==> src/include/rv_config.svh <==
// rv64i core configuration
`ifndef RV_CONFIG_SVH
`define RV_CONFIG_SVH

// data path and address width
`define RV_XLEN      64
`define RV_ILEN      32           // base isa, no compressed forms

// integer register file
`define RV_NUM_REGS  32
`define RV_REG_AW    5

// first fetch after reset
`define RV_RESET_PC  64'h0

`define RV_NOP       32'h0000_0013  // addi x0, x0, 0

`endif

==> src/rtl/rv_pkg.sv <==
// rv64i core types
`include "rv_config.svh"

package rv_pkg;

    typedef logic [`RV_XLEN-1:0]   xlen_t;     // data word, also byte address
    typedef logic [`RV_ILEN-1:0]   instr_t;
    typedef logic [`RV_REG_AW-1:0] reg_idx_t;

    // major opcodes this core executes
    typedef enum logic [6:0] {
        opc_lui    = 7'b0110111,
        opc_auipc  = 7'b0010111,
        opc_op_imm = 7'b0010011,
        opc_op     = 7'b0110011,
        opc_load   = 7'b0000011,
        opc_store  = 7'b0100011,
        opc_branch = 7'b1100011,
        opc_jal    = 7'b1101111,
        opc_jalr   = 7'b1100111
    } opcode_e;

    typedef enum logic [3:0] {
        alu_add, alu_sub, alu_slt, alu_sltu, alu_xor, alu_or,
        alu_and, alu_sll, alu_srl, alu_sra,
        alu_pass_b                              // lui, immediate straight through
    } alu_op_e;

    // values are the funct3 codes of the branch group
    typedef enum logic [2:0] {
        br_eq  = 3'b000,
        br_ne  = 3'b001,
        br_lt  = 3'b100,
        br_ge  = 3'b101,
        br_ltu = 3'b110,
        br_geu = 3'b111
    } branch_cond_e;

    typedef struct packed {
        opcode_e      opcode;
        reg_idx_t     rd;
        reg_idx_t     rs1;
        reg_idx_t     rs2;
        xlen_t        imm;       // already sign extended
        alu_op_e      alu_op;
        logic         use_imm;   // operand b is imm, not rs2
        branch_cond_e br_cond;
    } decoded_t;

    typedef struct packed {
        logic  taken;
        xlen_t target;
        xlen_t link;             // pc + 4 for jal / jalr
    } branch_res_t;

    typedef struct packed {
        logic     en;
        reg_idx_t idx;
        xlen_t    data;
    } wb_t;

    typedef struct packed {
        logic  we;
        xlen_t addr;
        xlen_t wdata;
    } dmem_req_t;

    typedef struct packed {
        logic  valid;
        xlen_t pc;
    } redirect_t;

endpackage

==> src/rtl/rv_regfile.sv <==
// integer register file
`timescale 1ns/1ps
`include "rv_config.svh"

module rv_regfile (
    input  logic             clk_1hz,
    input  logic             reset_n,
    input  rv_pkg::reg_idx_t rs1,
    input  rv_pkg::reg_idx_t rs2,
    input  rv_pkg::wb_t      wb,
    output rv_pkg::xlen_t    rs1_data,
    output rv_pkg::xlen_t    rs2_data
);

    rv_pkg::xlen_t regs [`RV_NUM_REGS];

    // write at the edge, so the next instruction sees the result
    always_ff @(posedge clk_1hz or negedge reset_n) begin
        if (!reset_n) begin
            for (int i = 0; i < `RV_NUM_REGS; i++) begin
                regs[i] <= '0;
            end
        end else if (wb.en && wb.idx != '0) begin   // x0 never written
            regs[wb.idx] <= wb.data;
        end
    end

    // asynchronous reads, x0 hard zero
    assign rs1_data = (rs1 == '0) ? '0 : regs[rs1];
    assign rs2_data = (rs2 == '0) ? '0 : regs[rs2];

endmodule

==> config.mk <==
export PLATFORM = sky130hd
export DESIGN_NAME = rv_regfile
export DESIGN_NICKNAME = d
export VERILOG_FILES = /design/src/rtl/rv_pkg.sv /design/src/rtl/rv_regfile.sv
export VERILOG_INCLUDE_DIRS = /design/src /design/src/include
export SDC_FILE = /design/constraint.sdc
export NUM_CORES = 2
export LEC_CHECK = 0
export ABC_AREA = 0
export BUFFER_PORTS_ARGS = -buffer_cell sky130_fd_sc_hd__buf_2
export CAP_MARGIN = 20
export CORE_MARGIN = 10
export CORE_UTILIZATION = 55
export DETAILED_ROUTE_END_ITERATION = 10
export PLACE_DENSITY = 0.71
export SYNTH_ARGS = -nofsm -noshare
export SYNTH_HDL_FRONTEND = slang
export SYNTH_SLANG_ARGS = --single-unit
export TNS_END_PERCENT = 100
==> constraint.sdc <==
create_clock -name clk_1hz -period 4.6 [get_ports clk_1hz]
set_clock_uncertainty 0.15 [all_clocks]
set_input_delay 1.15 -clock clk_1hz [delete_from_list [all_inputs] [get_ports clk_1hz]]
set_output_delay 1.15 -clock clk_1hz [all_outputs]
set_load 0.02 [all_outputs]
## Word-level counts from Yosys, hierarchy flattened

Index checks and enable logic that the tools add are counted.

| storage, ports and cells | value |
|---|---|
| flip-flop bits (word level) | 2,048 |
| bits of input ports | 82 |
| word-level logic and storage cells | 55 |

| operators by class | value |
|---|---|
| order comparisons | 4 |
| multiplexer cells | 11 |
| bitwise operators | 3 |
| reductions and logical operators | 5 |

Operators by type and width:

| kind | number |
|---|---|
| bitwise mux 2048 bit | 1 |
| binary-select mux 64 bit (select 5 bit) | 2 |
| two-way mux 64 bit | 7 |
| demux 64 bit (select 5 bit) | 1 |
| >= comparator 6 bit, second input constant | 3 |
| NOT 5 -> 6 bit | 3 |
| logical NOT 5 bit | 2 |
| < comparator 6 x 1 -> 1 bit, second input constant | 1 |
| nonzero test 5 bit | 1 |
| logical AND 1 bit | 2 |

## Logic depth before layout (Yosys ltp)

| depth | value |
|---|---|
| depth in word-level cells | 6 |
| mapped depth | 10 |
| depth with buffers taken out | 4 |

## Worst setup path after synthesis

OpenSTA, ideal clock, no wires.

| path | value |
|---|---|
| kind | input-to-output |
| from | input rs2[1] |
| to | output rs2_data[39] |
| arrival | 3,350 ps |
| required time | 3,300 ps |
| path slack | -50 ps |
| stages | 7 |
| path buffers | 3 |
| cell sequence | buf_4 buf_2 or2_2 clkbuf_1 o22ai_1 nor4_1 a2111oi_0 |

| between the ends | value |
|---|---|
| cells in the longest elaborated chain, start to end | 5 |
| elaborated cells between the ends (all ways) | 6 |

RTL lines:

| element | RTL line | text |
|---|---|---|
| start: declaration | rv_regfile.sv:9 | `input rv_pkg::reg_idx_t rs2,` |
| NOT 5 -> 6 bit (not written as such) | rv_regfile.sv:30 | `assign rs2_data = (rs2 == '0) ? '0 : regs[rs2];` |
| binary-select mux 64 bit (select 5 bit) | rv_regfile.sv:30 |  |
| two-way mux 64 bit (not written as such) (2 in series) | rv_regfile.sv:30 |  |
| two-way mux 64 bit (*) | rv_regfile.sv:30 |  |
| end: declaration | rv_regfile.sv:12 | `output rv_pkg::xlen_t rs2_data` |

Mark *: on every way between the ends. The rest lies on a longest branch, timed or not. The select of a mux whose other input is x is not followed.

## Worst setup path after layout

| path | value |
|---|---|
| from | input rs1[0] |
| to | output rs1_data[45] |

| between the ends | value |
|---|---|
| cells in the longest elaborated chain, start to end | 5 |
| elaborated cells between the ends (all ways) | 6 |

RTL lines:

| element | RTL line | text |
|---|---|---|
| start: declaration | rv_regfile.sv:8 | `input rv_pkg::reg_idx_t rs1,` |
| NOT 5 -> 6 bit (not written as such) | rv_regfile.sv:29 | `assign rs1_data = (rs1 == '0) ? '0 : regs[rs1];` |
| binary-select mux 64 bit (select 5 bit) | rv_regfile.sv:29 |  |
| two-way mux 64 bit (not written as such) (2 in series) | rv_regfile.sv:29 |  |
| two-way mux 64 bit (*) | rv_regfile.sv:29 |  |
| end: declaration | rv_regfile.sv:11 | `output rv_pkg::xlen_t rs1_data,` |

Marked as above.

==> results.yml <==
final_layout:
  post-route-util: 0.628
  layout_commonest_cell: "dfrtp_1"
  nets: 7115
  reg.largest.list: "regs x2048"
  most-common-layout-cells: "dfrtp_1 (2048), mux2_2 (2008), mux4_2 (968)"
  largest_register: "regs"
  largest_register_ffs: 2048
  layout-drive-gt1-share: 0.563
  area_growth_pct: 13.2
detailed_routing:
  via_per_inst: 6.87
  route.antenna.remaining_nets: 0
  dr.pass1.iters: 5
  dr.first_iter.drc_count: 6532
  wire_per_inst_um: 33.6
  num_vias: 67735
  drc_errors: 0
  drt-total-wl_mm: 331
synthesis:
  syn_area_per_cell_um2: 15.6
  synth_ff_type: "dfrtp_1"
  synthCells: 6963
  yosysWarningCount: 0
  syn_area_mm2: 0.108
  async_flop_share: 1.00
  synthDistinctLibCells: 48
  synth_edf_count: 0
  synth-seq-area-share: 0.473
  synthesis.nets: 7045
  ys_seq_elements: 2048
clocking:
  cts_buffer_depth: 3
  cts_tree: "done"
  cts-root-buf: "clkbuf_16"
  cts_buffers: 215
  cts_max_level: 4
  worstSkewPairLatency_ns: 0.88
  holdBufCountCts: 0
  clkTransAtPathRegs_ns: 0.06
  cts_sinks: 2048
critical_path:
  crit_fanout: 18
  required_ns: 3.30
  rr_worst_depth: 1
  end_kind: "output port"
  crit_type: "in -> out"
  cp-start-kind: "input port"
  critPathArrivalTime_ns: 3.29
timing:
  hold_viol: 0
  setup-tns-final_ns: 0
  fmax_mhz: 218
  min_period_over_period: 0.997
  fin_ws_ns: 0.0132
  hold_ws_ns: 0.0820
  worst_slew_pin_slew_ns: 0.906
  setup_viol_count_final: 0
  finalCriticalPeriod_ns: 4.59
  rsz0062_at_grt: "yes"
  maxSlewHeadroom: 0.391
  drv_slew: 0
placement:
  io_buffers: 209
  place_ws_ns: -0.503
  place_congestion: 0.837
  dpl.hpwl_mm: 200
pwr:
  ir_drop_mv: 0.428
  power_density_mw_per_mm2: 435
  p_leak_nw: 54.1
flow_run:
  max-cap-violations: 0
floorplan:
  dieArea_mm2: 0.215
  core_area_mm2: 0.195
  start_util: 0.555
  die_height_um: 464
  ios: 210
  die_w_um: 464
  row_count: 162
grt:
  track_usage: 0.304
  grt_max_degree: 123
  globalRouteOverflowTotal: 0
  grt_pass1_wl_mm: 492
  antenna_found_initial: 28
  grt_pass1_vias: 71193
hold_path:
  hold_class: "in -> async"
outcome:
  status: "finished, final reports clean"
-- power by group --
| group | switching (mW) | internal (mW) | leakage (nW) |
|---|---|---|---|
| logic | 4.62 | 6.85 | 24.2 |
| clock network | 7.53 | 10.4 | 3.62 |
| registers | 2.52 | 21.4 | 26.3 |
| total | 14.7 | 38.7 | 54.1 |
-- final cells by class --
| cell class | instances | area [um2] |
|---|---|---|
| Tap cell | 2624 | 3280 |
| Multi-Input combinational cell | 4108 | 54000 |
| Antenna cell | 18 | 45.0 |
| Sequential cell | 2048 | 51200 |
| Fill cell | 14213 | 72600 |
| Clock buffer | 327 | 6470 |
| Clock inverter | 72 | 830 |
| Timing Repair Buffer | 660 | 6860 |
-- final timing paths --
kind | from | slack, ns | endpoint
setup / recovery | rs1[0] | 0.01 | rs1_data[45]
hold / removal | reset_n | 0.08 | regs[838]
setup reg to reg | regs[987] | 3.62 | regs[987]
hold reg to reg | regs[2027] | 0.23 | regs[2027]
max in group asynchronous | reset_n | 2.78 | regs[1924]
min in group clk_1hz | regs[2027] | 0.23 | regs[2027]
-- layer usage --
metal / part of all wire / vias up / wire length (um) / GRT usage
met1: 0.39 / 36924 / 131000 / 0.402
met2: 0.49 / 2868 / 161000 / 0.494
met4: 0.049 / 8 / 16200 / 0.136
li1: - / 27140 / - / -
met3: 0.071 / 795 / 23500 / 0.0563
met5: 0.00014 / - / 48 / 0
-- timing repair --
| action | 4_1_cts | 5_1_grt |
|---|---|---|
| buffers inserted | 0 | 6 |
| setup endpoints to repair | 45 | 45 |
| endpoints found under the hold margin | 0 | 0 |
| cloned | 1 | 3 |
| resized for setup | 19 | 31 |
| pin swaps | 0 | 2 |
-- cell usage after synthesis, drive strengths merged (2+ instances only) --
library cell	instances	area, um2
a21oi	13	65.1
nand3	9	45.0
nand2	40	150
o22a	17	149
o221ai	12	105
a22oi	26	195
or2	74	463
o211ai	4	30.0
a211oi	14	105
nand2b	14	87.6
or4	4	30.0
o31ai	5	51.3
mux2	2022	22800
mux2i	520	5200
or3	4	25.0
clkbuf	434	1630
o22ai	182	1140
a221oi	2	17.5
nor3b	3	22.5
a31o	13	114
nor3	21	125
a211o	13	114
nor2	31	119
dfrtp	2048	51200
o32ai	4	35.0
and3	5	31.3
nand4b	3	26.3
a22o	11	96.3
nor4	13	96.3
buf	373	1930
mux4	968	21800
and2	9	56.3
nor2b	39	244
a2111oi	9	78.8
-- kinds of logic after synthesis --
logic type             share of synthesized area
and+or+nand+nor                           0.0141
AOI/OAI and AO/OA                         0.0214
muxes                                      0.459
buffers and inverters                     0.0328
DFF                                        0.473
-- worst max-delay path: stages --
cell     delay [ns]
buf_16         0.24
buf_12         0.25
buf_4          0.20
mux4_2         0.52
mux2i_1        0.15
o22ai_1        0.12
or2_1          0.39
buf_2          0.21
-- per-stage QoR --
| step | std cells | instance area (um2) | power (mW) |
|---|---|---|---|
| after detailed placement | 9430 | 115000 | 35.6 |
| after global routing | 9850 | 123000 | 55.5 |
| after floorplan | 6963 | 108000 | 31.9 |
| after global placement | 9429 | 115000 | 35.0 |
| final | 9857 | 123000 | 53.3 |
| after CTS | 9830 | 122000 | 53.5 |
Note: power is estimated with default switching activity, not from simulation.
