## config.mk

```make
export PLATFORM = sky130hd
export DESIGN_NAME = rv_alu
export DESIGN_NICKNAME = d
export VERILOG_FILES = /design/src/rtl/rv_pkg.sv /design/src/rtl/rv_alu.sv
export VERILOG_INCLUDE_DIRS = /design/src /design/src/include
export SDC_FILE = /design/constraint.sdc
export NUM_CORES = 1
export LEC_CHECK = 0
export BUFFER_PORTS_ARGS = -buffer_cell sky130_fd_sc_hd__buf_4
export CAP_MARGIN = 10
export CORE_MARGIN = 2
export CORE_UTILIZATION = 50
export DETAILED_ROUTE_END_ITERATION = 7
export PLACE_DENSITY = 0.71
export SYNTH_ARGS = -nofsm -noshare
export SYNTH_HDL_FRONTEND = slang
export SYNTH_SLANG_ARGS = --single-unit
export TNS_END_PERCENT = 100
```

## constraint.sdc

```tcl
create_clock -name vclk -period 6.4
set_clock_uncertainty 0.1 [all_clocks]
set_input_delay 0.32 -clock vclk [all_inputs]
set_output_delay 0.32 -clock vclk [all_outputs]
set_load 0.05 [all_outputs]
```

## src/include/rv_config.svh

```systemverilog
// rv64i core configuration
`ifndef RV_CONFIG_SVH
`define RV_CONFIG_SVH

// data path and address width
`define RV_XLEN      64
`define RV_ILEN      32           // base isa, no compressed forms

// integer register file
`define RV_NUM_REGS  32
`define RV_REG_AW    5

// first fetch after reset
`define RV_RESET_PC  64'h0

`define RV_NOP       32'h0000_0013  // addi x0, x0, 0

`endif

```

## src/rtl/rv_pkg.sv

```systemverilog
// rv64i core types
`include "rv_config.svh"

package rv_pkg;

    typedef logic [`RV_XLEN-1:0]   xlen_t;     // data word, also byte address
    typedef logic [`RV_ILEN-1:0]   instr_t;
    typedef logic [`RV_REG_AW-1:0] reg_idx_t;

    // major opcodes this core executes
    typedef enum logic [6:0] {
        opc_lui    = 7'b0110111,
        opc_auipc  = 7'b0010111,
        opc_op_imm = 7'b0010011,
        opc_op     = 7'b0110011,
        opc_load   = 7'b0000011,
        opc_store  = 7'b0100011,
        opc_branch = 7'b1100011,
        opc_jal    = 7'b1101111,
        opc_jalr   = 7'b1100111
    } opcode_e;

    typedef enum logic [3:0] {
        alu_add, alu_sub, alu_slt, alu_sltu, alu_xor, alu_or,
        alu_and, alu_sll, alu_srl, alu_sra,
        alu_pass_b                              // lui, immediate straight through
    } alu_op_e;

    // values are the funct3 codes of the branch group
    typedef enum logic [2:0] {
        br_eq  = 3'b000,
        br_ne  = 3'b001,
        br_lt  = 3'b100,
        br_ge  = 3'b101,
        br_ltu = 3'b110,
        br_geu = 3'b111
    } branch_cond_e;

    typedef struct packed {
        opcode_e      opcode;
        reg_idx_t     rd;
        reg_idx_t     rs1;
        reg_idx_t     rs2;
        xlen_t        imm;       // already sign extended
        alu_op_e      alu_op;
        logic         use_imm;   // operand b is imm, not rs2
        branch_cond_e br_cond;
    } decoded_t;

    typedef struct packed {
        logic  taken;
        xlen_t target;
        xlen_t link;             // pc + 4 for jal / jalr
    } branch_res_t;

    typedef struct packed {
        logic     en;
        reg_idx_t idx;
        xlen_t    data;
    } wb_t;

    typedef struct packed {
        logic  we;
        xlen_t addr;
        xlen_t wdata;
    } dmem_req_t;

    typedef struct packed {
        logic  valid;
        xlen_t pc;
    } redirect_t;

endpackage

```

## src/rtl/rv_alu.sv

```systemverilog
// integer alu
`timescale 1ns/1ps

module rv_alu (
    input  rv_pkg::decoded_t dec,
    input  rv_pkg::xlen_t    ir_pc,
    input  rv_pkg::xlen_t    rs1_data,
    input  rv_pkg::xlen_t    rs2_data,
    output rv_pkg::xlen_t    alu_result
);

    rv_pkg::xlen_t op_a;
    rv_pkg::xlen_t op_b;
    logic [5:0]    shamt;

    // auipc adds to its own pc, everything else starts from rs1
    assign op_a  = (dec.opcode == rv_pkg::opc_auipc) ? ir_pc : rs1_data;
    assign op_b  = dec.use_imm ? dec.imm : rs2_data;
    assign shamt = op_b[5:0];  // rv64 uses six shift bits, imm or register alike

    always_comb begin
        case (dec.alu_op)
            rv_pkg::alu_add:    alu_result = op_a + op_b;   // also ld / sd address
            rv_pkg::alu_sub:    alu_result = op_a - op_b;
            rv_pkg::alu_slt:    alu_result = rv_pkg::xlen_t'($signed(op_a) < $signed(op_b));
            rv_pkg::alu_sltu:   alu_result = rv_pkg::xlen_t'(op_a < op_b);
            rv_pkg::alu_xor:    alu_result = op_a ^ op_b;
            rv_pkg::alu_or:     alu_result = op_a | op_b;
            rv_pkg::alu_and:    alu_result = op_a & op_b;
            rv_pkg::alu_sll:    alu_result = op_a << shamt;
            rv_pkg::alu_srl:    alu_result = op_a >> shamt;
            rv_pkg::alu_sra:    alu_result = rv_pkg::xlen_t'($signed(op_a) >>> shamt);
            rv_pkg::alu_pass_b: alu_result = op_b;          // lui
            default:            alu_result = op_a + op_b;
        endcase
    end

endmodule

```

## Yosys cells after proc, flatten, opt, wreduce, memory -nomap -nowiden

Cells that the tools add are included.

| storage, ports and cells | value |
|---|---|
| flip-flop bits (word level) | 0 |
| bits of input ports | 286 |

| cells by class | value |
|---|---|
| $add $sub $neg | 2 |
| magnitude comparators | 2 |
| equal/unequal tests | 11 |
| shift operators | 3 |
| multiplexer cells | 3 |
| bitwise operators | 3 |

Operator list:

| operator | count |
|---|---|
| 64-bit one-hot mux with 10 select lines | 1 |
| 64-bit < comparator | 2 |
| 64-bit two-way mux | 2 |
| 64-bit adder | 1 |
| 64-bit AND | 1 |
| 64-bit bitwise OR | 1 |
| 64-bit by 6-bit left shift with 64-bit output | 1 |
| 64-bit by 6-bit >> shifter with 64-bit output | 1 |
| 64-bit by 6-bit >>> shifter with 64-bit output | 1 |
| 64-bit subtractor | 1 |
| 64-bit XOR | 1 |
| 4-bit by 3-bit == test with 1-bit output (second input constant) | 4 |
| 4-bit == test (second input constant) | 3 |
| 4-bit by 2-bit == test with 1-bit output (second input constant) | 2 |
| 7-bit by 5-bit == test with 1-bit output (second input constant) | 1 |
| 4-bit by 1-bit == test with 1-bit output (second input constant) | 1 |

## Logic depth before layout (Yosys ltp)

| logic depth | value |
|---|---|
| word-level depth | 4 |
| gate-level depth with buffers | 23 |
| depth with buffers taken out | 17 |

## Worst setup path before layout

Ideal clock, no wire load.

| timing path | value |
|---|---|
| kind | input to output |
| from | input port dec[90] in the netlist's numbering |
| to | output port alu_result[50] |
| data arrival time | 5.814 ns |
| setup slack | 0.166 ns |
| stages on the path | 23 |
| buffers on the path | 7 |
| cells stage by stage | and4bb_2 > buf_2 > nand2_2 > buf_2 > buf_2 > buf_2 > clkbuf_1 > clkbuf_1 > nand2_1 > nand2_1 > ha_1 > clkbuf_1 > a21oi_1 > o21ai_0 > or4_1 > a22oi_1 > o21ai_1 > a221o_1 > a21oi_1 > o41ai_1 > or2_2 > o221a_2 > o211ai_1 |

| on the way | value |
|---|---|
| longest elaborated chain between the ends | 4 |
| elaborated cells on any way between the ends | 11 |
| classes of those cells | add/sub (2); eq/ne (1); shift (3); mux (2); bitwise (3) |

Ends and longest elaborated chain:

| element | RTL line | RTL |
|---|---|---|
| start: declaration | rv_alu.sv:5 | `input rv_pkg::decoded_t dec,` |
| 7-bit by 5-bit == test with 1-bit output (*) | rv_alu.sv:17 | `assign op_a = (dec.opcode == rv_pkg::opc_auipc) ? ir_pc : rs1_data;` |
| 64-bit two-way mux (*) | rv_alu.sv:17 |  |
| 64-bit adder (tied with other cells) | rv_alu.sv:23, rv_alu.sv:34 |  |
| 64-bit one-hot mux with 10 select lines (*) | rv_alu.sv:22 | `case (dec.alu_op)` |
| end: declaration | rv_alu.sv:9 | `output rv_pkg::xlen_t alu_result` |

Mark *: on every way between the ends. The rest lies on a longest branch, timed or not.

## Worst setup path after layout

| timing path | value |
|---|---|
| from | input port dec[90] in the netlist's numbering |
| to | output port alu_result[47] |

Same word-level chain as after synthesis.

==> flow_metrics.tcl <==
set metrics [dict create \
    status "complete, no violations" \
    final_cells 4394 \
    antenna_found_initial 7 \
    initial_utilization_pct 50.4 \
    leakagePower_uw 0.0124 \
    cts_setup_buffers 0 \
    hold_class "input port to output pin" \
    seq_area_frac_synth_pct 0 \
    grt_pass1_wl_um 188000 \
    dr.pass1.iters 7 \
    layout.nets 4262 \
    setup-tns-final_ns 0 \
    vias 31900 \
    setup_viol 0 \
    ant_nets 0 \
    dp_hpwl_um 102000 \
    irDropWorstVdd_mv 0.111 \
    totalWireLength_um 130000 \
    regArea_um2 0 \
    tightest_slew_ns 1.07 \
    path_class "input port to output pin" \
    fmax_ghz 0.163 \
    worstPathMaxFanout 90 \
    drc 0 \
    dp_cells 4394 \
    end_kind "output pin" \
    gp_congestion 1.10 \
    syn_inst 3620 \
    syn_area_um2 24000 \
    avgSynthCellArea_um2 6.62 \
    start_kind "input port" \
    die_w_um 223 \
    route.met2.wl_um 53100 \
    slew_viol_final 0 \
    ios 350 \
    gr-total-overflow 0 \
    rsz0062_at_grt "no" \
    cap_violations 0 \
    drt_iter0_drc 5367 \
    clock_buffers 0 \
    num_antenna_cells 0 \
    coreArea_um2 47500 \
    drive_above_1_share_pct 17.2 \
    grt_max_degree 125 \
    fp.dieH_um 223 \
    cp.required_ns 5.98 \
    track_usage_pct 49.6 \
    route.met3.wl_um 17000 \
    grt_pass1_vias 28300 \
    yosysWarnings 0 \
    arrival_ns 5.73 \
    min_period_ns 6.15 \
    fillers 4869 \
    synth.net_count 4101 \
    period_share_pct 96.1 \
    synthToLayoutAreaGrowth_pct 13.5 \
    viasPerCell 7.26 \
    design.seq.count 0 \
    finalHoldViolations 0 \
    wl_met1_um 48500 \
    rows 80 \
    powerDensity_nw_per_um2 134 \
    portBuffers 332 \
    slew_headroom_pct 28.7 \
    routedWlPerCell_um 29.5 \
    synth_cell_type_count 85 \
    die_area_um2 49700 \
    highest_layer "met5" \
]
==> cells by family after synthesis <==
kind of cell	count (synthesis)	synth area share, %
and+or+nand+nor	1220	22.2
xor gates and xnor gates	7	0.256
buffers and inverters	495	8.15
muxes	491	25.4
adders and majority gates	195	10.2
AOI/OAI and AO/OA	1212	33.7
==> metal layers <==
metal  GRT usage (%)  vias up
met5               0        -
met4            32.7        6
met3            11.2      471
met2            72.9     2608
met1            65.1    14900
li1                -    13900
==> path summary, 6_finish.rpt <==
kind | start | endpoint | slack (ns) | depth (start not counted)
max | dec[90] | alu_result[47] | 0.25 | 18
min | rs2_data[20] | alu_result[20] | 1.13 | 5
==> stage by stage <==
step                hold slack (ns)  area (um^2)  power [uW]  setup slack (ns)  util, %
CTS                            1.12        27200        3490             0.496     57.2
global placement               1.10        27200        3470             0.517     57.2
detailed placement             1.11        27200        3480             0.500     57.2
global route                   1.14        27200        3800             0.127     57.2
finish                         1.13        27200        3650             0.251     57.2
floorplan                      1.12        24000        2260             0.166        -
==> synth_stat cells (44+ instances only) <==
cell	number	area share [%]
nor3_1	48	1.0
o22ai_1	59	1.5
mux4_2	86	8.1
mux2_2	48	2.3
o211ai_1	44	1.4
clkbuf_1	176	2.8
nor2_1	247	3.9
buf_2	58	1.2
ha_1	193	10
a22oi_1	68	2.1
nand2_1	624	9.8
mux2i_1	355	15
nand3_1	95	2.0
inv_1	189	3.0
o21ai_0	226	4.7
a31oi_1	57	1.5
a21oi_1	298	6.2
a221oi_1	66	2.4
buf_1	63	0.99
==> layout by cell type, fill, tap and decap left out, types with 29 or more instances in the layout <==
master and n:
a211oi_1 41, a21o_1 32, a21oi_1 298, a221oi_1 66
a22oi_1 67, a31oi_1 57, a32oi_1 33, and3_1 32
buf_4 451, ha_1 193, inv_1 186, mux2_2 48
mux2i_1 350, mux4_2 86, nand2_1 621, nand3_1 95
nand4_1 33, nor2_1 244, nor3_1 47, o211ai_1 44
o21ai_0 225, o21bai_1 29, o221ai_1 29, o22ai_1 59
==> layout make-up <==
| type | count | area, um^2 | area share [%] |
|---|---|---|---|
| Timing Repair Buffer | 460 | 3570 | 13.1 |
| Inverter | 194 | 736 | 2.71 |
| Multi-Input combinational cell | 3125 | 22100 | 81.3 |
| Tap cell | 615 | 769 | 2.83 |
==> critical path: stages <==
cell	delay, ns
buf_4	0.11
nand4bb_1	0.28
nor2_4	0.33
buf_12	0.37
nand2_1	0.10
nand2_1	0.13
ha_1	0.36
nor4_1	0.53
and2_1	0.22
or4b_2	0.66
a21oi_1	0.63
nor2_1	0.08
nor2_1	0.27
a31o_2	0.19
a21oi_1	0.08
o221a_2	0.26
o21ai_0	0.42
buf_4	0.29
==> power by group <==
group | total (uW) | internal (uW) | switching, uW
registers | 0 | 0 | 0
clock network | 0 | 0 | 0
logic | 3650 | 1210 | 2440
total | 3650 | 1210 | 2440
==> repair_timing <==
action	in CTS	in global routing
hold buffers	0	0
setup endpoints to repair	0	1
resized for setup	0	1
Note: power is estimated with default switching activity, not from simulation.
