File: config.mk
export PLATFORM = sky130hd
export DESIGN_NAME = rv_decode
export DESIGN_NICKNAME = d
export VERILOG_FILES = /design/src/rtl/rv_pkg.sv /design/src/rtl/rv_decode.sv
export VERILOG_INCLUDE_DIRS = /design/src /design/src/include
export SDC_FILE = /design/constraint.sdc
export NUM_CORES = 1
export LEC_CHECK = 0
export ABC_CLOCK_PERIOD_IN_PS = 3500
export BUFFER_PORTS_ARGS = -buffer_cell sky130_fd_sc_hd__buf_2
export CAP_MARGIN = 30
export CORE_UTILIZATION = 39
export DETAILED_ROUTE_END_ITERATION = 7
export GPL_TIMING_DRIVEN = 0
export PLACE_DENSITY_LB_ADDON = 0.08
export SYNTH_ARGS = -nofsm -noshare
export SYNTH_HDL_FRONTEND = slang
export SYNTH_SLANG_ARGS = --single-unit
File: constraint.sdc
create_clock -name vclk -period 3.5
set_clock_uncertainty 0.15 [all_clocks]
set_input_delay 0.525 -clock vclk [all_inputs]
set_output_delay 0.525 -clock vclk [all_outputs]
set_load 0.005 [all_outputs]
File: src/include/rv_config.svh
// rv64i core configuration
`ifndef RV_CONFIG_SVH
`define RV_CONFIG_SVH

// data path and address width
`define RV_XLEN      64
`define RV_ILEN      32           // base isa, no compressed forms

// integer register file
`define RV_NUM_REGS  32
`define RV_REG_AW    5

// first fetch after reset
`define RV_RESET_PC  64'h0

`define RV_NOP       32'h0000_0013  // addi x0, x0, 0

`endif

File: src/rtl/rv_pkg.sv
// rv64i core types
`include "rv_config.svh"

package rv_pkg;

    typedef logic [`RV_XLEN-1:0]   xlen_t;     // data word, also byte address
    typedef logic [`RV_ILEN-1:0]   instr_t;
    typedef logic [`RV_REG_AW-1:0] reg_idx_t;

    // major opcodes this core executes
    typedef enum logic [6:0] {
        opc_lui    = 7'b0110111,
        opc_auipc  = 7'b0010111,
        opc_op_imm = 7'b0010011,
        opc_op     = 7'b0110011,
        opc_load   = 7'b0000011,
        opc_store  = 7'b0100011,
        opc_branch = 7'b1100011,
        opc_jal    = 7'b1101111,
        opc_jalr   = 7'b1100111
    } opcode_e;

    typedef enum logic [3:0] {
        alu_add, alu_sub, alu_slt, alu_sltu, alu_xor, alu_or,
        alu_and, alu_sll, alu_srl, alu_sra,
        alu_pass_b                              // lui, immediate straight through
    } alu_op_e;

    // values are the funct3 codes of the branch group
    typedef enum logic [2:0] {
        br_eq  = 3'b000,
        br_ne  = 3'b001,
        br_lt  = 3'b100,
        br_ge  = 3'b101,
        br_ltu = 3'b110,
        br_geu = 3'b111
    } branch_cond_e;

    typedef struct packed {
        opcode_e      opcode;
        reg_idx_t     rd;
        reg_idx_t     rs1;
        reg_idx_t     rs2;
        xlen_t        imm;       // already sign extended
        alu_op_e      alu_op;
        logic         use_imm;   // operand b is imm, not rs2
        branch_cond_e br_cond;
    } decoded_t;

    typedef struct packed {
        logic  taken;
        xlen_t target;
        xlen_t link;             // pc + 4 for jal / jalr
    } branch_res_t;

    typedef struct packed {
        logic     en;
        reg_idx_t idx;
        xlen_t    data;
    } wb_t;

    typedef struct packed {
        logic  we;
        xlen_t addr;
        xlen_t wdata;
    } dmem_req_t;

    typedef struct packed {
        logic  valid;
        xlen_t pc;
    } redirect_t;

endpackage

File: src/rtl/rv_decode.sv
// instruction decoder
`timescale 1ns/1ps
`include "rv_config.svh"

module rv_decode (
    input  rv_pkg::instr_t   ir,
    output rv_pkg::decoded_t dec
);

    rv_pkg::opcode_e opcode;
    logic [2:0]      funct3;
    logic [6:0]      funct7;
    logic            is_op;
    rv_pkg::xlen_t   imm_i, imm_s, imm_b, imm_u, imm_j;
    rv_pkg::alu_op_e arith_op;     // shared by op and op-imm
    logic            arith_legal;
    logic            legal;

    assign opcode = rv_pkg::opcode_e'(ir[6:0]);
    assign funct3 = ir[14:12];
    assign funct7 = ir[31:25];
    assign is_op  = (opcode == rv_pkg::opc_op);

    // immediate formats, all sign extended from ir[31]
    assign imm_i = {{(`RV_XLEN-12){ir[31]}}, ir[31:20]};
    assign imm_s = {{(`RV_XLEN-12){ir[31]}}, ir[31:25], ir[11:7]};
    assign imm_b = {{(`RV_XLEN-13){ir[31]}}, ir[31], ir[7], ir[30:25], ir[11:8], 1'b0};
    assign imm_u = {{(`RV_XLEN-32){ir[31]}}, ir[31:12], 12'b0};
    assign imm_j = {{(`RV_XLEN-21){ir[31]}}, ir[31], ir[19:12], ir[20], ir[30:21], 1'b0};

    // funct3 / funct7 to alu operation
    always_comb begin
        arith_legal = 1'b1;
        case (funct3)
            3'b000:  arith_op = (is_op && funct7[5]) ? rv_pkg::alu_sub : rv_pkg::alu_add;
            3'b001:  arith_op = rv_pkg::alu_sll;
            3'b010:  arith_op = rv_pkg::alu_slt;
            3'b011:  arith_op = rv_pkg::alu_sltu;
            3'b100:  arith_op = rv_pkg::alu_xor;
            3'b101:  arith_op = funct7[5] ? rv_pkg::alu_sra : rv_pkg::alu_srl;
            3'b110:  arith_op = rv_pkg::alu_or;
            default: arith_op = rv_pkg::alu_and;
        endcase
        if (is_op) begin
            arith_legal = (funct7 == 7'b0000000) ||
                          (funct7 == 7'b0100000 && (funct3 == 3'b000 || funct3 == 3'b101));
        end else if (funct3 == 3'b001) begin
            arith_legal = (ir[31:26] == 6'b000000);     // slli, bit 25 is shamt[5]
        end else if (funct3 == 3'b101) begin
            arith_legal = (ir[31:26] == 6'b000000) || (ir[31:26] == 6'b010000);
        end
    end

    always_comb begin
        dec.opcode  = opcode;
        dec.rd      = ir[11:7];
        dec.rs1     = ir[19:15];
        dec.rs2     = ir[24:20];
        dec.imm     = imm_i;                 // i-type unless overridden
        dec.alu_op  = rv_pkg::alu_add;       // addresses and auipc add
        dec.use_imm = 1'b1;
        dec.br_cond = rv_pkg::branch_cond_e'(funct3);
        legal       = 1'b1;
        case (opcode)
            rv_pkg::opc_lui: begin
                dec.imm    = imm_u;
                dec.alu_op = rv_pkg::alu_pass_b;
            end
            rv_pkg::opc_auipc:  dec.imm = imm_u;
            rv_pkg::opc_op_imm: begin
                dec.alu_op = arith_op;
                legal      = arith_legal;
            end
            rv_pkg::opc_op: begin
                dec.alu_op  = arith_op;
                dec.use_imm = 1'b0;
                legal       = arith_legal;
            end
            rv_pkg::opc_load:   legal = (funct3 == 3'b011);    // ld only
            rv_pkg::opc_store: begin
                dec.imm = imm_s;
                legal   = (funct3 == 3'b011);                 // sd only
            end
            rv_pkg::opc_branch: begin
                dec.imm = imm_b;
                legal   = (funct3[2:1] != 2'b01);             // 010, 011 unused
            end
            rv_pkg::opc_jal:    dec.imm = imm_j;
            rv_pkg::opc_jalr:   legal = (funct3 == 3'b000);
            default:            legal = 1'b0;
        endcase
        // anything unsupported turns into addi x0, no write, store or jump
        if (!legal) begin
            dec.opcode = rv_pkg::opc_op_imm;
            dec.rd     = '0;
        end
    end

endmodule

Word level (Yosys, flattened, before mapping)
Index checks and enable logic that the tools add are counted.

cells by class
  eq/ne operators = 18
  mux-type cells = 11
  reduce and logical (&&, ||, !) cells = 12

operator list
  cell                                                                     count
  31-bit one-hot mux with 4 select lines                                   1
  7-bit by 6-bit == test with 1-bit output, second input constant          4
  4-bit one-hot mux with 7 select lines                                    1
  7-bit == test, second input constant                                     3
  7-bit by 5-bit == test with 1-bit output, second input constant          2
  12-bit two-way mux                                                       1
  3-bit == test, second input constant                                     3
  4-bit one-hot mux with 2 select lines                                    1
  7-bit by 2-bit == test with 1-bit output, second input constant          1
  7-bit logical NOT                                                        1
  3-bit by 2-bit == test with 1-bit output, second input constant          2
  6-bit by 5-bit == test with 1-bit output, second input constant          1
  6-bit logical NOT                                                        1
  1-bit two-way mux                                                        6
  2-bit OR reduction                                                       3
  1-bit one-hot mux with 5 select lines                                    1
  3-bit by 1-bit == test with 1-bit output, second input constant          1
  3-bit logical NOT                                                        1
  1-bit logical OR                                                         3
  3-bit OR reduction                                                       1
  1-bit logical AND                                                        2
  2-bit by 1-bit inequality test with 1-bit output, second input constant  1

storage, ports and cells
  flip-flop bits (word level) = 0
  word-level logic and storage cells = 41

Logic depth before layout (Yosys ltp)
  depth after elaboration = 7
  gate-level depth with buffers = 6
  depth with buffers taken out = 4

Worst setup path after synthesis
Ideal clock, no wire load.

  path kind = in2out
  start = input ir[29]
  end = output dec[91] (netlist name)
  arrival = 1664 ps
  data required time = 2825 ps
  path slack = 1161 ps
  stages = 4
  cell sequence = or4_4 nor3_2 a32oi_2 a31o_1

RTL lines
  element             line            text
  start: declaration  rv_decode.sv:6  input rv_pkg::instr_t ir,
  end: declaration    rv_decode.sv:7  output rv_pkg::decoded_t dec

==> impl_metrics.csv <==
group,metric,value,unit
hold_path,min_from,"ir[14]",
floorplan,die_w,55.6,um
power,power.internal,104,uW
setup_path,critPathArrivalTime,2.18,ns
synthesis,synth_top_area_cell,"buf_4",
setup_path,start_kind,"primary input",
placed_design,placed_area,1770,sq um
setup_path,critPathRequiredTime,2.82,ns
finish,nFillCells,268,
finish,fin_area,1770,sq um
global_routing,use_met2,34.9,%
route,detail-route-antenna-nets,0,
finish,seq_area,0,sq um
sta,hold_ws,1.07,ns
sta,setup_viol,0,
synthesis,ys_seq_area_share,0,%
sta,fin_crit_sh,81.5,%
cts,post-cts-setup-buffers,0,
sta,fmax,351,MHz
power,p_leak,0.00113,uW
sta,slew_violations,0,
route,drc,0,
floorplan,fp.dieArea,3090,sq um
sta,tns,0,ns
route,wire_per_inst,10.3,um
placed_design,dp_hpwl,2690,um
floorplan,core,2730,sq um
setup_path,crit_type,"in -> out",
power,ir_drop,0.0000887,V
setup_path,worst-path-max-fanout,36,
power,switching_power,76.3,uW
global_routing,grt_use_met1,24.8,%
synthesis,synthTopCellsByArea,"buf_4 (33%), a21o_1 (13%), a31oi_1 (3.9%), and2_1 (3.9%), nand3_1 (3.6%)",
finish,num_antenna_cells,0,
hold_path,hold_path_class,"in -> out",
floorplan,num_io_pins,126,
placed_design,portBuffers,122,
finish,nNetsFinal,318,
global_routing,grt_overflow,0,
power,power_frac_clock,0,%
synthesis,syn_area_per_cell,6.96,sq um
power,p_total,180,uW
finish,drive_gt1_share,65.1,%
power,p_comb_share,100.0,%
global_routing,grtUsageTotal,19.4,%
finish,final_util,64.9,%
setup_path,crit_path_start,"ir[31]",
sta,hold_viol_final,0,
floorplan,fp.dieH,55.6,um
finish,area_growth,58.3,%
route,drtIter0Drc,25,
power,switching_share,42.3,%
finish,design.seq.count,0,
sta,fin_crit,2.85,ns
hold_path,hold_depth,2,
placed_design,place_congestion,0.858,
sta,rsz0062_at_grt,"no",
cts,cts_hold_buf,0,
synthesis,synthCells,161,
global_routing,met3_usage,2.79,%
outcome,status,"completed",
route,vias,1471,
power,pwr-share-seq,0,%
synthesis,netlist_top_cells_count,"buf_4 (49), a21o_1 (19), inv_1 (9)",
synthesis,synth_area,1120,sq um
synthesis,yosysWarnings,0,
route,vias_per_cell,4.67,
sta,slew-limit-headroom,64.1,%
setup_path,crit_path_end_kind,"output pin",
global_routing,grt_max_degree,37,
route,wirelength,3260,um
run,max_cap_violations,0,
global_routing,grt_pass1_wl,5170,um
power,power_density,102,nW/um^2
cts,cts_resized,0,
global_routing,grt_pass1_vias,1222,
synthesis,synthDistinctLibCells,41,
route,drt_first_pass_iters,4,
global_routing,antenna_found_initial,0,
global_routing,busiest_layer,"met2",
hold_path,hold_end,"dec[2]",
floorplan,start_util,41.0,%
floorplan,rows,19,
sta,worstMarginPinSlew,0.539,ns
synthesis,yosysMostFrequentCell,"buf_4",
synthesis,synth_top_area_share,32.8,%
finish,clkbuf_count,0,
-- through the flow --
stage | setup WS [ns] | std cells
3_3_place_gp | 0.663 | 315
4_1_cts | 0.648 | 315
5_1_grt | 0.553 | 315
3_5_place_dp | 0.658 | 315
2_1_floorplan | 1.16 | 162
6_report | 0.649 | 315
-- placed cells by master (no fill, tap or decap), types with 2 or more instances in the layout --
master and instances:
and3_1 2, a31oi_1 7, nor4bb_1 2, buf_2 124, a21oi_1 5, inv_2 2
a21o_1 19, nor2_1 4, o22ai_1 2, nand3b_1 3, nor2b_1 2, nand2_1 4
buf_6 3, inv_1 9, and2_1 7, nand3_1 8, and2b_1 2, clkbuf_1 3
o21ai_1 5, buf_4 49, conb_1 2
-- layer usage --
layer	routed length, um	share of wire, %
met1	1370	42
met2	1520	47
met3	329	10
met4	34	1.0
met5	0	0
-- worst max-delay path, cell delays in order --
cell	delay [ns]
buf_2	0.27
or4_4	0.59
nor3_2	0.19
a32oi_2	0.22
a31o_1	0.26
buf_2	0.12
-- final cells by class --
class / instances / area [sq um] / area share (%)
plain buffers: 57 / 423 / 23.8
multi-input cells: 94 / 661 / 37.2
well taps: 31 / 38.8 / 2.19
repair buffers: 122 / 611 / 34.4
inverters: 11 / 41.3 / 2.33
-- kinds of logic (layout without fill, tap and decap cells) --
group                     after synthesis  count (layout)  synth area share, %
other                                   1               2                0.335
AOI/OAI and AO/OA                      47              47                 31.5
xor gates and xnor gates                1               1                0.781
buffers and inverters                  68             190                 41.4
and+or+nand+nor                        44              44                 26.0
-- worst max path at each step --
stage                     endpoint  depth (start not counted)
final                      dec[91]                          6
after global routing       dec[93]                          6
after CTS                  dec[93]                          6
after detailed placement   dec[91]                          6
after global placement     dec[93]                          6
after floorplan            dec[91]                          4
-- power groups by stage --
stage	clock network, uW	registers, uW	logic (uW)
floorplan	0	0	98.1
global route	0	0	198
detailed placement	0	0	181
CTS	0	0	182
global placement	0	0	181
finish	0	0	180
Note: power is estimated with default switching activity, not from simulation.
