===== config.mk =====
export PLATFORM = sky130hd
export DESIGN_NAME = rv_commit
export DESIGN_NICKNAME = d
export VERILOG_FILES = /design/src/rtl/rv_pkg.sv /design/src/rtl/rv_commit.sv
export VERILOG_INCLUDE_DIRS = /design/src /design/src/include
export SDC_FILE = /design/constraint.sdc
export NUM_CORES = 1
export LEC_CHECK = 0
export ABC_CLOCK_PERIOD_IN_PS = 1700
export BUFFER_PORTS_ARGS = -buffer_cell sky130_fd_sc_hd__buf_2
export CAP_MARGIN = 10
export CORE_AREA = 4 4 260 262
export DETAILED_ROUTE_END_ITERATION = 8
export DIE_AREA = 0 0 264 266
export SLEW_MARGIN = 40
export SYNTH_ARGS = -nofsm -noshare
export SYNTH_HDL_FRONTEND = slang
export SYNTH_SLANG_ARGS = --single-unit

===== constraint.sdc =====
create_clock -name vclk -period 1.7
set_clock_uncertainty 0.2 [all_clocks]
set_input_delay 0.085 -clock vclk [all_inputs]
set_output_delay 0.085 -clock vclk [all_outputs]
set_load 0.005 [all_outputs]

===== src/include/rv_config.svh =====
// rv64i core configuration
`ifndef RV_CONFIG_SVH
`define RV_CONFIG_SVH

// data path and address width
`define RV_XLEN      64
`define RV_ILEN      32           // base isa, no compressed forms

// integer register file
`define RV_NUM_REGS  32
`define RV_REG_AW    5

// first fetch after reset
`define RV_RESET_PC  64'h0

`define RV_NOP       32'h0000_0013  // addi x0, x0, 0

`endif


===== src/rtl/rv_pkg.sv =====
// rv64i core types
`include "rv_config.svh"

package rv_pkg;

    typedef logic [`RV_XLEN-1:0]   xlen_t;     // data word, also byte address
    typedef logic [`RV_ILEN-1:0]   instr_t;
    typedef logic [`RV_REG_AW-1:0] reg_idx_t;

    // major opcodes this core executes
    typedef enum logic [6:0] {
        opc_lui    = 7'b0110111,
        opc_auipc  = 7'b0010111,
        opc_op_imm = 7'b0010011,
        opc_op     = 7'b0110011,
        opc_load   = 7'b0000011,
        opc_store  = 7'b0100011,
        opc_branch = 7'b1100011,
        opc_jal    = 7'b1101111,
        opc_jalr   = 7'b1100111
    } opcode_e;

    typedef enum logic [3:0] {
        alu_add, alu_sub, alu_slt, alu_sltu, alu_xor, alu_or,
        alu_and, alu_sll, alu_srl, alu_sra,
        alu_pass_b                              // lui, immediate straight through
    } alu_op_e;

    // values are the funct3 codes of the branch group
    typedef enum logic [2:0] {
        br_eq  = 3'b000,
        br_ne  = 3'b001,
        br_lt  = 3'b100,
        br_ge  = 3'b101,
        br_ltu = 3'b110,
        br_geu = 3'b111
    } branch_cond_e;

    typedef struct packed {
        opcode_e      opcode;
        reg_idx_t     rd;
        reg_idx_t     rs1;
        reg_idx_t     rs2;
        xlen_t        imm;       // already sign extended
        alu_op_e      alu_op;
        logic         use_imm;   // operand b is imm, not rs2
        branch_cond_e br_cond;
    } decoded_t;

    typedef struct packed {
        logic  taken;
        xlen_t target;
        xlen_t link;             // pc + 4 for jal / jalr
    } branch_res_t;

    typedef struct packed {
        logic     en;
        reg_idx_t idx;
        xlen_t    data;
    } wb_t;

    typedef struct packed {
        logic  we;
        xlen_t addr;
        xlen_t wdata;
    } dmem_req_t;

    typedef struct packed {
        logic  valid;
        xlen_t pc;
    } redirect_t;

endpackage


===== src/rtl/rv_commit.sv =====
// write-back, store and redirect
`timescale 1ns/1ps

module rv_commit (
    input  rv_pkg::decoded_t    dec,
    input  logic                ir_valid,
    input  rv_pkg::xlen_t       alu_result,
    input  rv_pkg::branch_res_t br,
    input  rv_pkg::xlen_t       rs2_data,
    input  rv_pkg::xlen_t       dmem_rdata,
    output rv_pkg::wb_t         wb,
    output rv_pkg::dmem_req_t   dmem,
    output rv_pkg::redirect_t   redirect
);

    // write-back source by opcode
    always_comb begin
        wb.idx  = dec.rd;
        wb.data = alu_result;
        wb.en   = 1'b0;
        case (dec.opcode)
            rv_pkg::opc_lui,
            rv_pkg::opc_auipc,
            rv_pkg::opc_op_imm,
            rv_pkg::opc_op:   wb.en = ir_valid;
            rv_pkg::opc_load: begin
                wb.en   = ir_valid;
                wb.data = dmem_rdata;       // doubleword, no extension needed
            end
            rv_pkg::opc_jal,
            rv_pkg::opc_jalr: begin
                wb.en   = ir_valid;
                wb.data = br.link;
            end
            default: ;                      // store and branch write nothing
        endcase
    end

    // one address path for ld and sd
    assign dmem.we    = ir_valid && (dec.opcode == rv_pkg::opc_store);
    assign dmem.addr  = alu_result;
    assign dmem.wdata = rs2_data;

    // squashed slot must not jump either
    assign redirect.valid = ir_valid && br.taken;
    assign redirect.pc    = br.target;

endmodule


== After elaboration in Yosys (flattened, before gate mapping) ==
Index checks and enable logic that the tools add are counted.

* Flip-flop bits (word level): 0
* Output and inout bits: 264

* Eq/ne operators: 8
* Muxes and demuxes: 2
* Reductions and logical operators: 4

{| class="wikitable"
|+ Operators by type and width
! cell !! count
|-
| 64-bit one-hot mux with 2 select lines || 1
|-
| 7-bit by 6-bit == test with 1-bit output, second input constant || 3
|-
| 7-bit by 5-bit == test with 1-bit output, second input constant || 2
|-
| 7-bit == test, second input constant || 2
|-
| 7-bit by 2-bit == test with 1-bit output, second input constant || 1
|-
| 7-bit OR reduction || 1
|-
| 1-bit logical AND || 2
|-
| 2-bit OR reduction || 1
|-
| 1-bit 2-to-1 mux || 1
|}

== Depth between registers and ports, before layout ==
Gate-level depths: netlist of the first run.

* Depth after elaboration: 3
* Gate-level depth with buffers: 6

== Worst setup path after synthesis of the first run ==
No wires, ideal clock.

* Path type: input to output
* From: in dec[93] in the netlist's numbering
* To: out wb[0] in the netlist's numbering
* Arrival: 1.060 ns
* Path slack: 0.355 ns
* Cell stages on the path: 6
* Buffers on the path: 2
* Cells stage by stage: or2_4 -> nor4_4 -> buf_8 -> buf_12 -> a22o_4 -> a21o_1

{| class="wikitable"
|+ RTL lines
! what !! RTL line !! RTL
|-
| start, declared || rv_commit.sv:5 || <nowiki>input rv_pkg::decoded_t dec,</nowiki>
|-
| end, declared || rv_commit.sv:11 || <nowiki>output rv_pkg::wb_t wb,</nowiki>
|}

==> results of run 1 <==
[synthesized netlist by cell type]
library cell  count
a21o_1           64
inv_1             1
nand4_1           1
or2_4             1
buf_4           202
a22o_4           60
buf_12            6
buf_2             1
buf_8             1
nor2_2            1
clkbuf_1          1
a21boi_1          1
and2_1            1
nand3_1           1
nand3b_4          1
nor4_4            1
nor2_1            2
a22o_1            4
nand2b_1          1
buf_6             7
nor4_1            1
[power breakdown]
group          switching [uW]  total (uW)  internal (uW)
clock network               0    0.000472       0.000472
registers                   0           0              0
logic                     409        1010            597
[cells by family after synthesis]
group / share of synthesized area (%)
buffers and inverters: 51.1
and+or+nand+nor: 2.75
AOI/OAI and AO/OA: 46.1
[stage by stage]
| stage | util, % | std cells | total power, uW | cell area (um^2) | hold slack, ns |
|---|---|---|---|---|---|
| 4_1_cts | 9.44 | 1497 | 1010 | 6170 | 0.153 |
| 5_1_grt | 9.52 | 1504 | 1080 | 6220 | 0.157 |
| 6_report | 9.52 | 1504 | 1010 | 6220 | 0.152 |
| 2_1_floorplan | - | 359 | 537 | 3410 | 0.0453 |
| 3_3_place_gp | 7.14 | 1358 | 695 | 4670 | -0.0300 |
| 3_5_place_dp | 7.14 | 1358 | 695 | 4670 | -0.0300 |
[layer usage]
metal	up-vias	global-route usage (%)	part of all wire, %
li1	1625	-	-
met1	1645	4.01	29
met2	371	10.3	55
met3	34	1.52	12
met4	4	1.88	4.1
met5	-	0	0.13
[path summary, 6_finish.rpt]
check,startpoint,endpoint,slack (ns),cells past startpoint
max,dec[91],wb[23],-0.08,8
min,alu_result[57],dmem[121],0.15,2
[worst max-delay path: cells and delay by family]
| kind | cells | cell delay (ns) |
|---|---|---|
| and+or+nand+nor | 3 | 0.57 |
| AOI/OAI and AO/OA | 1 | 0.20 |
| buffers and inverters | 4 | 0.59 |
[timing repair]
action	4_1_cts	5_1_grt
pin swaps	16	4
setup buffers	3	0
hold endpoints to repair	133	0
hold buffers	133	0
endpoints found under the setup margin	65	65
resized for setup	17	4
gates cloned	3	1
[layout make-up]
class / count / share of cell area [%]
diodes: 6 / 0.241
repair buffers: 493 / 55.3
multi-input cells: 140 / 27.1
well taps: 864 / 17.4
inverters: 1 / 0.0603
==> results.ini, run 1 <==
[run_status]
status=finished, violations left
violations=negative setup slack

[synthesis]
avgSynthCellArea_um2=9.50
syn_nets=775
synth_top_cell_by_area=buf_4
yosysTopAreaCellShare_pct=44.5
ys_top_cells_by_area=buf_4 44%, a22o_4 31%, a21o_1 14%, buf_12 3.5%, buf_6 2.3%
synth_cell_types=21
synth-warning-count=0
netlist_area_um2=3410
seq_area_frac_synth_pct=0
synthesis.instances=359

[sta]
period_share_pct=105
setup_viol=60
tightest_slew_ns=0.393
max_slew_margin_pct=73.7
max_freq_mhz=561
finalHoldViolations=0
worst_slack_ns=-0.0813
rsz0062_at_grt=yes
fin_crit_ns=1.78
slew_viol_final=0
tns_ns=-2.46

[global_route]
grt_pass1_vias=4042
grt_max_degree=42
antenna_found_initial=10
grt_usage_pct=4.82
grt_pass1_wl_um=25600
grt_overflow=0

[layout]
seq_cell_count=0
multi_input_area_um2=1680
drive_gt1_share_pct=67.2
nNetsFinal=1052
final_common_cell=buf_2
regArea_um2=0
final_cell_mix=327 x buf_2, 133 x dlygate4sd3_1, 64 x a21o_1, 60 x a22o_4, 11 x buf_4
clock_buffers=0
area_delta_synth_final_pct=82.4
fillers=7523

[drt]
viasPerCell=2.45
drc=0
first_pass_iters=4
ant_nets=0
num_vias=3679
drt-total-wl_um=20200
drt_iter0_markers=60
post_drt_wl_per_cell_um=13.5

[floorplan]
die_h_um=266
initial_core_util_pct=5.22
pin_count=680
core_um2=65400
rows=94
die_x_um=264
dieArea_um2=70200

[placement]
preCtsSetupSlack_ns=-0.144
gp_congestion=0.702
dp_hpwl_um=15500
port_buffers=332

[setup_path]
crit_chain=buf_6 > nand3b_4 > nor4_4 > buf_12 > nor2_4 > buf_12 > a21o_1 > buf_6
max_stage_delay_ns=0.31
endpoint_kind=output pin
cp-start-kind=input pin
cp.required_ns=1.41
path_class=in -> out
critPathArrivalTime_ns=1.50
crit_slowest_cell=nor4_4
crit_fanout=22

[power_and_ir_drop]
power.leakage_uw=0.00318
power_density_nw_per_um2=162
irDropWorstVdd_uv=49.8

[flow_run]
drv_cap=0

[hold_path]
hp-class=in -> out

(Power assumes the default switching activity.)
==> run 2, diff against run 1 <==
--- a/config.mk
+++ b/config.mk
@@ -6,12 +6,13 @@
 export SDC_FILE = /design/constraint.sdc
 export NUM_CORES = 1
 export LEC_CHECK = 0
+export ABC_AREA = 1
 export ABC_CLOCK_PERIOD_IN_PS = 1700
 export BUFFER_PORTS_ARGS = -buffer_cell sky130_fd_sc_hd__buf_2
 export CAP_MARGIN = 10
-export CORE_AREA = 4 4 260 262
+export CORE_AREA = 4 4 263 265
 export DETAILED_ROUTE_END_ITERATION = 8
-export DIE_AREA = 0 0 264 266
+export DIE_AREA = 0 0 267 269
 export SLEW_MARGIN = 40
 export SYNTH_ARGS = -nofsm -noshare
 export SYNTH_HDL_FRONTEND = slang
==> run 2 against run 1 <==
Against the previous run: hold slack got worse by 0.00059 ns; worst setup slack improved by 0.14 ns; final cell count rose by 10%; synthesized cell count grew 45%; area after synthesis decreased by 7.4%; sequential cell count unchanged; clock-buffer cell count unchanged; utilization down 0.35 points; the flow now finishes without violations; largest power group unchanged; critical path depth grew 2; highest routed layer unchanged; die area is 2.3% higher; sequential share of layout area did not move; wire length rose by 47%.
==> results.ini, run 2 <==
[power_and_ir_drop]
power.leakage_uw=0.00270  ; was 0.00318 uW
power_density_nw_per_um2=196  ; was 162 nW/um^2
total_power_uw=1200  ; was 1010 uW
irDropWorstVdd_uv=105  ; was 49.8 uV

[floorplan]
dieArea_um2=71800  ; was 70200 um^2
pin_count=680  ; unchanged
rows=95  ; was 94
die_x_um=267  ; was 264 um
initial_core_util_pct=4.73  ; was 5.22%
core_um2=66800  ; was 65400 um^2
die_h_um=269  ; was 266 um

[hold_path]
hold_start=alu_result[55]  ; was alu_result[57]
hp-class=in -> out  ; unchanged
min_delay_path_depth=2  ; unchanged
hold_end=dmem[119]  ; was dmem[121]

[synthesis]
synth_cell_types=12  ; was 21
synth-warning-count=0  ; unchanged
synth_top_cell_by_area=buf_4  ; unchanged
yosysTopAreaCellShare_pct=48.0  ; was 44.5%
netlist_area_um2=3160  ; was 3410 um^2
seq_area_frac_synth_pct=0  ; unchanged
synthesis.instances=519  ; was 359
syn_nets=935  ; was 775
yosysMostFrequentCell=nand3_1  ; was buf_4
avgSynthCellArea_um2=6.08  ; was 9.50 um^2
ys_top_cells_by_area=buf_4 48%, nand3_1 41%, buf_6 4.3%, buf_2 3.5%, nand2_1 1.3%  ; was buf_4 44%, a22o_4 31%, a21o_1 14%, buf_12 3.5%, buf_6 2.3%
synth_top_cells_by_count=256 x nand3_1, 202 x buf_4, 22 x buf_2  ; was 202 x buf_4, 64 x a21o_1, 60 x a22o_4

[drt]
num_vias=4728  ; was 3679
drt-total-wl_um=29800  ; was 20200 um
post_drt_wl_per_cell_um=18.0  ; was 13.5 um
ant_nets=0  ; unchanged
drt_iter0_markers=290  ; was 60
viasPerCell=2.86  ; was 2.45
first_pass_iters=5  ; was 4
drc=0  ; unchanged

[sta]
max_slew_margin_pct=79.4  ; was 73.7%
slew_viol_final=0  ; unchanged
setup_viol=0  ; was 60
tightest_slew_ns=0.309  ; was 0.393 ns
rsz0062_at_grt=yes  ; unchanged
fin_crit_ns=1.65  ; was 1.78 ns
finalHoldViolations=0  ; unchanged
period_share_pct=96.8  ; was 105%
max_freq_mhz=608  ; was 561 MHz
hold_ws_ns=0.151  ; was 0.152 ns
tns_ns=0  ; was -2.46 ns

[placement]
dp_hpwl_um=24100  ; was 15500 um
port_buffers=332  ; unchanged
post-place-cells=1503  ; was 1358
gp_congestion=0.638  ; was 0.702

[setup_path]
endpoint_kind=output pin  ; unchanged
cp.required_ns=1.41  ; about the same
crit_slowest_cell=buf_12  ; was nor4_4
critPathArrivalTime_ns=1.36  ; was 1.50 ns
crit_fanout=26  ; was 22
critPathTopFamily=buffers and inverters  ; unchanged
max_stage_delay_ns=0.19  ; was 0.31 ns
crit_buf_inv=6  ; was 4
path_depth=10  ; was 8
path_class=in -> out  ; unchanged
crit_chain=buf_2 > inv_2 > nand2_1 > nor2_4 > buf_12 > buf_6 > buf_12 > nand3_1 > nand3_1 > buf_2  ; was buf_6 > nand3b_4 > nor4_4 > buf_12 > nor2_4 > buf_12 > a21o_1 > buf_6
cp-start-kind=input pin  ; unchanged

[layout]
final_common_cell=buf_2  ; unchanged
regArea_um2=0  ; unchanged
clock_buffers=0  ; unchanged
area_delta_synth_final_pct=93.8  ; was 82.4%
seq_cell_count=0  ; unchanged
drive_gt1_share_pct=47.7  ; was 67.2%
utilization_pct=9.16  ; was 9.52%
layout.cells.non_filler=1655  ; was 1504
nNetsFinal=1189  ; was 1052
final_cell_mix=320 x buf_2, 256 x nand3_1, 133 x dlygate4sd3_1, 20 x buf_12, 8 x buf_4  ; was 327 x buf_2, 133 x dlygate4sd3_1, 64 x a21o_1, 60 x a22o_4, 11 x buf_4

[run_status]
status=finished clean  ; was finished, violations left

[global_route]
grt_pass1_wl_um=36200  ; was 25600 um
grt_overflow=0  ; unchanged
antenna_found_initial=19  ; was 10
grt_max_degree=38  ; was 42
grt_pass1_vias=4687  ; was 4042
grt_usage_pct=7.25  ; was 4.82%

[flow_run]
drv_cap=0  ; unchanged

-- run 2: cell types whose count changed after synthesis, moves of 2 or more --
cell	previous run	this run
inv_2	0	2
clkbuf_1	1	3
buf_2	1	22
a22o_1	4	0
nand3_1	1	256
buf_6	7	12
a22o_4	60	0
nor2_2	1	4
buf_12	6	0
a21o_1	64	0
inv_1	1	4
nand2_1	0	11
-- run 2: stage by stage --
step	worst slack [ns]	area, um^2
6_report	0.0548	6120
5_1_grt	-0.0185	6110
4_1_cts	0.000754	6010
3_5_place_dp	-0.0886	4540
3_3_place_gp	-0.0634	4540
2_1_floorplan	0.616	3160
-- run 2: where the power goes --
group | total, uW | switching, uW | internal (uW) | leakage (uW)
sequential | 0 | 0 | 0 | 0
combinational | 1200 | 571 | 630 | 0.00270
clock | 0.000867 | 0 | 0.000867 | 0.0000000697
total | 1200 | 571 | 630 | 0.00270
-- run 2: final cells by class --
| cell class | count | area (um^2) |
|---|---|---|
| inverters | 6 | 22.5 |
| repair buffers | 491 | 3560 |
| diodes | 11 | 27.5 |
| fillers | 7780 | 60700 |
| multi-input cells | 274 | 1420 |
| well taps | 873 | 1090 |
-- run 2: repair_timing --
action	in CTS	in global routing
hold buffers	133	0
setup buffers	4	1
gates cloned	2	1
setup endpoints to repair	21	43
gates resized for setup	6	10
hold endpoints to repair	133	0
pin swaps	2	1
-- run 2: worst max-delay path by stage --
stage,startpoint,slack (ns),to
3_5_place_dp,dec[87],-0.09,wb[28]
3_3_place_gp,dec[87],-0.06,wb[28]
4_1_cts,dec[92],0.0008,wb[55]
2_1_floorplan,dec[88],0.62,wb[0]
6_report,dec[92],0.05,wb[24]
5_1_grt,dec[89],-0.02,wb[55]
-- run 2: layer usage --
layer | GRT usage, % | wire length [um] | vias up
met1 | 6.33 | 8750 | 2113
met3 | 5.84 | 6000 | 57
li1 | - | - | 2100
met5 | 0 | 73 | -
met2 | 12.2 | 13500 | 446
met4 | 3.31 | 1550 | 12
-- run 2: logic make-up (layout without fill, tap and decap cells) --
logic type,after synthesis,count (layout),synth area share [%]
other,0,11,0
and+or+nand+nor,274,274,43.1
buffers and inverters,245,497,56.9
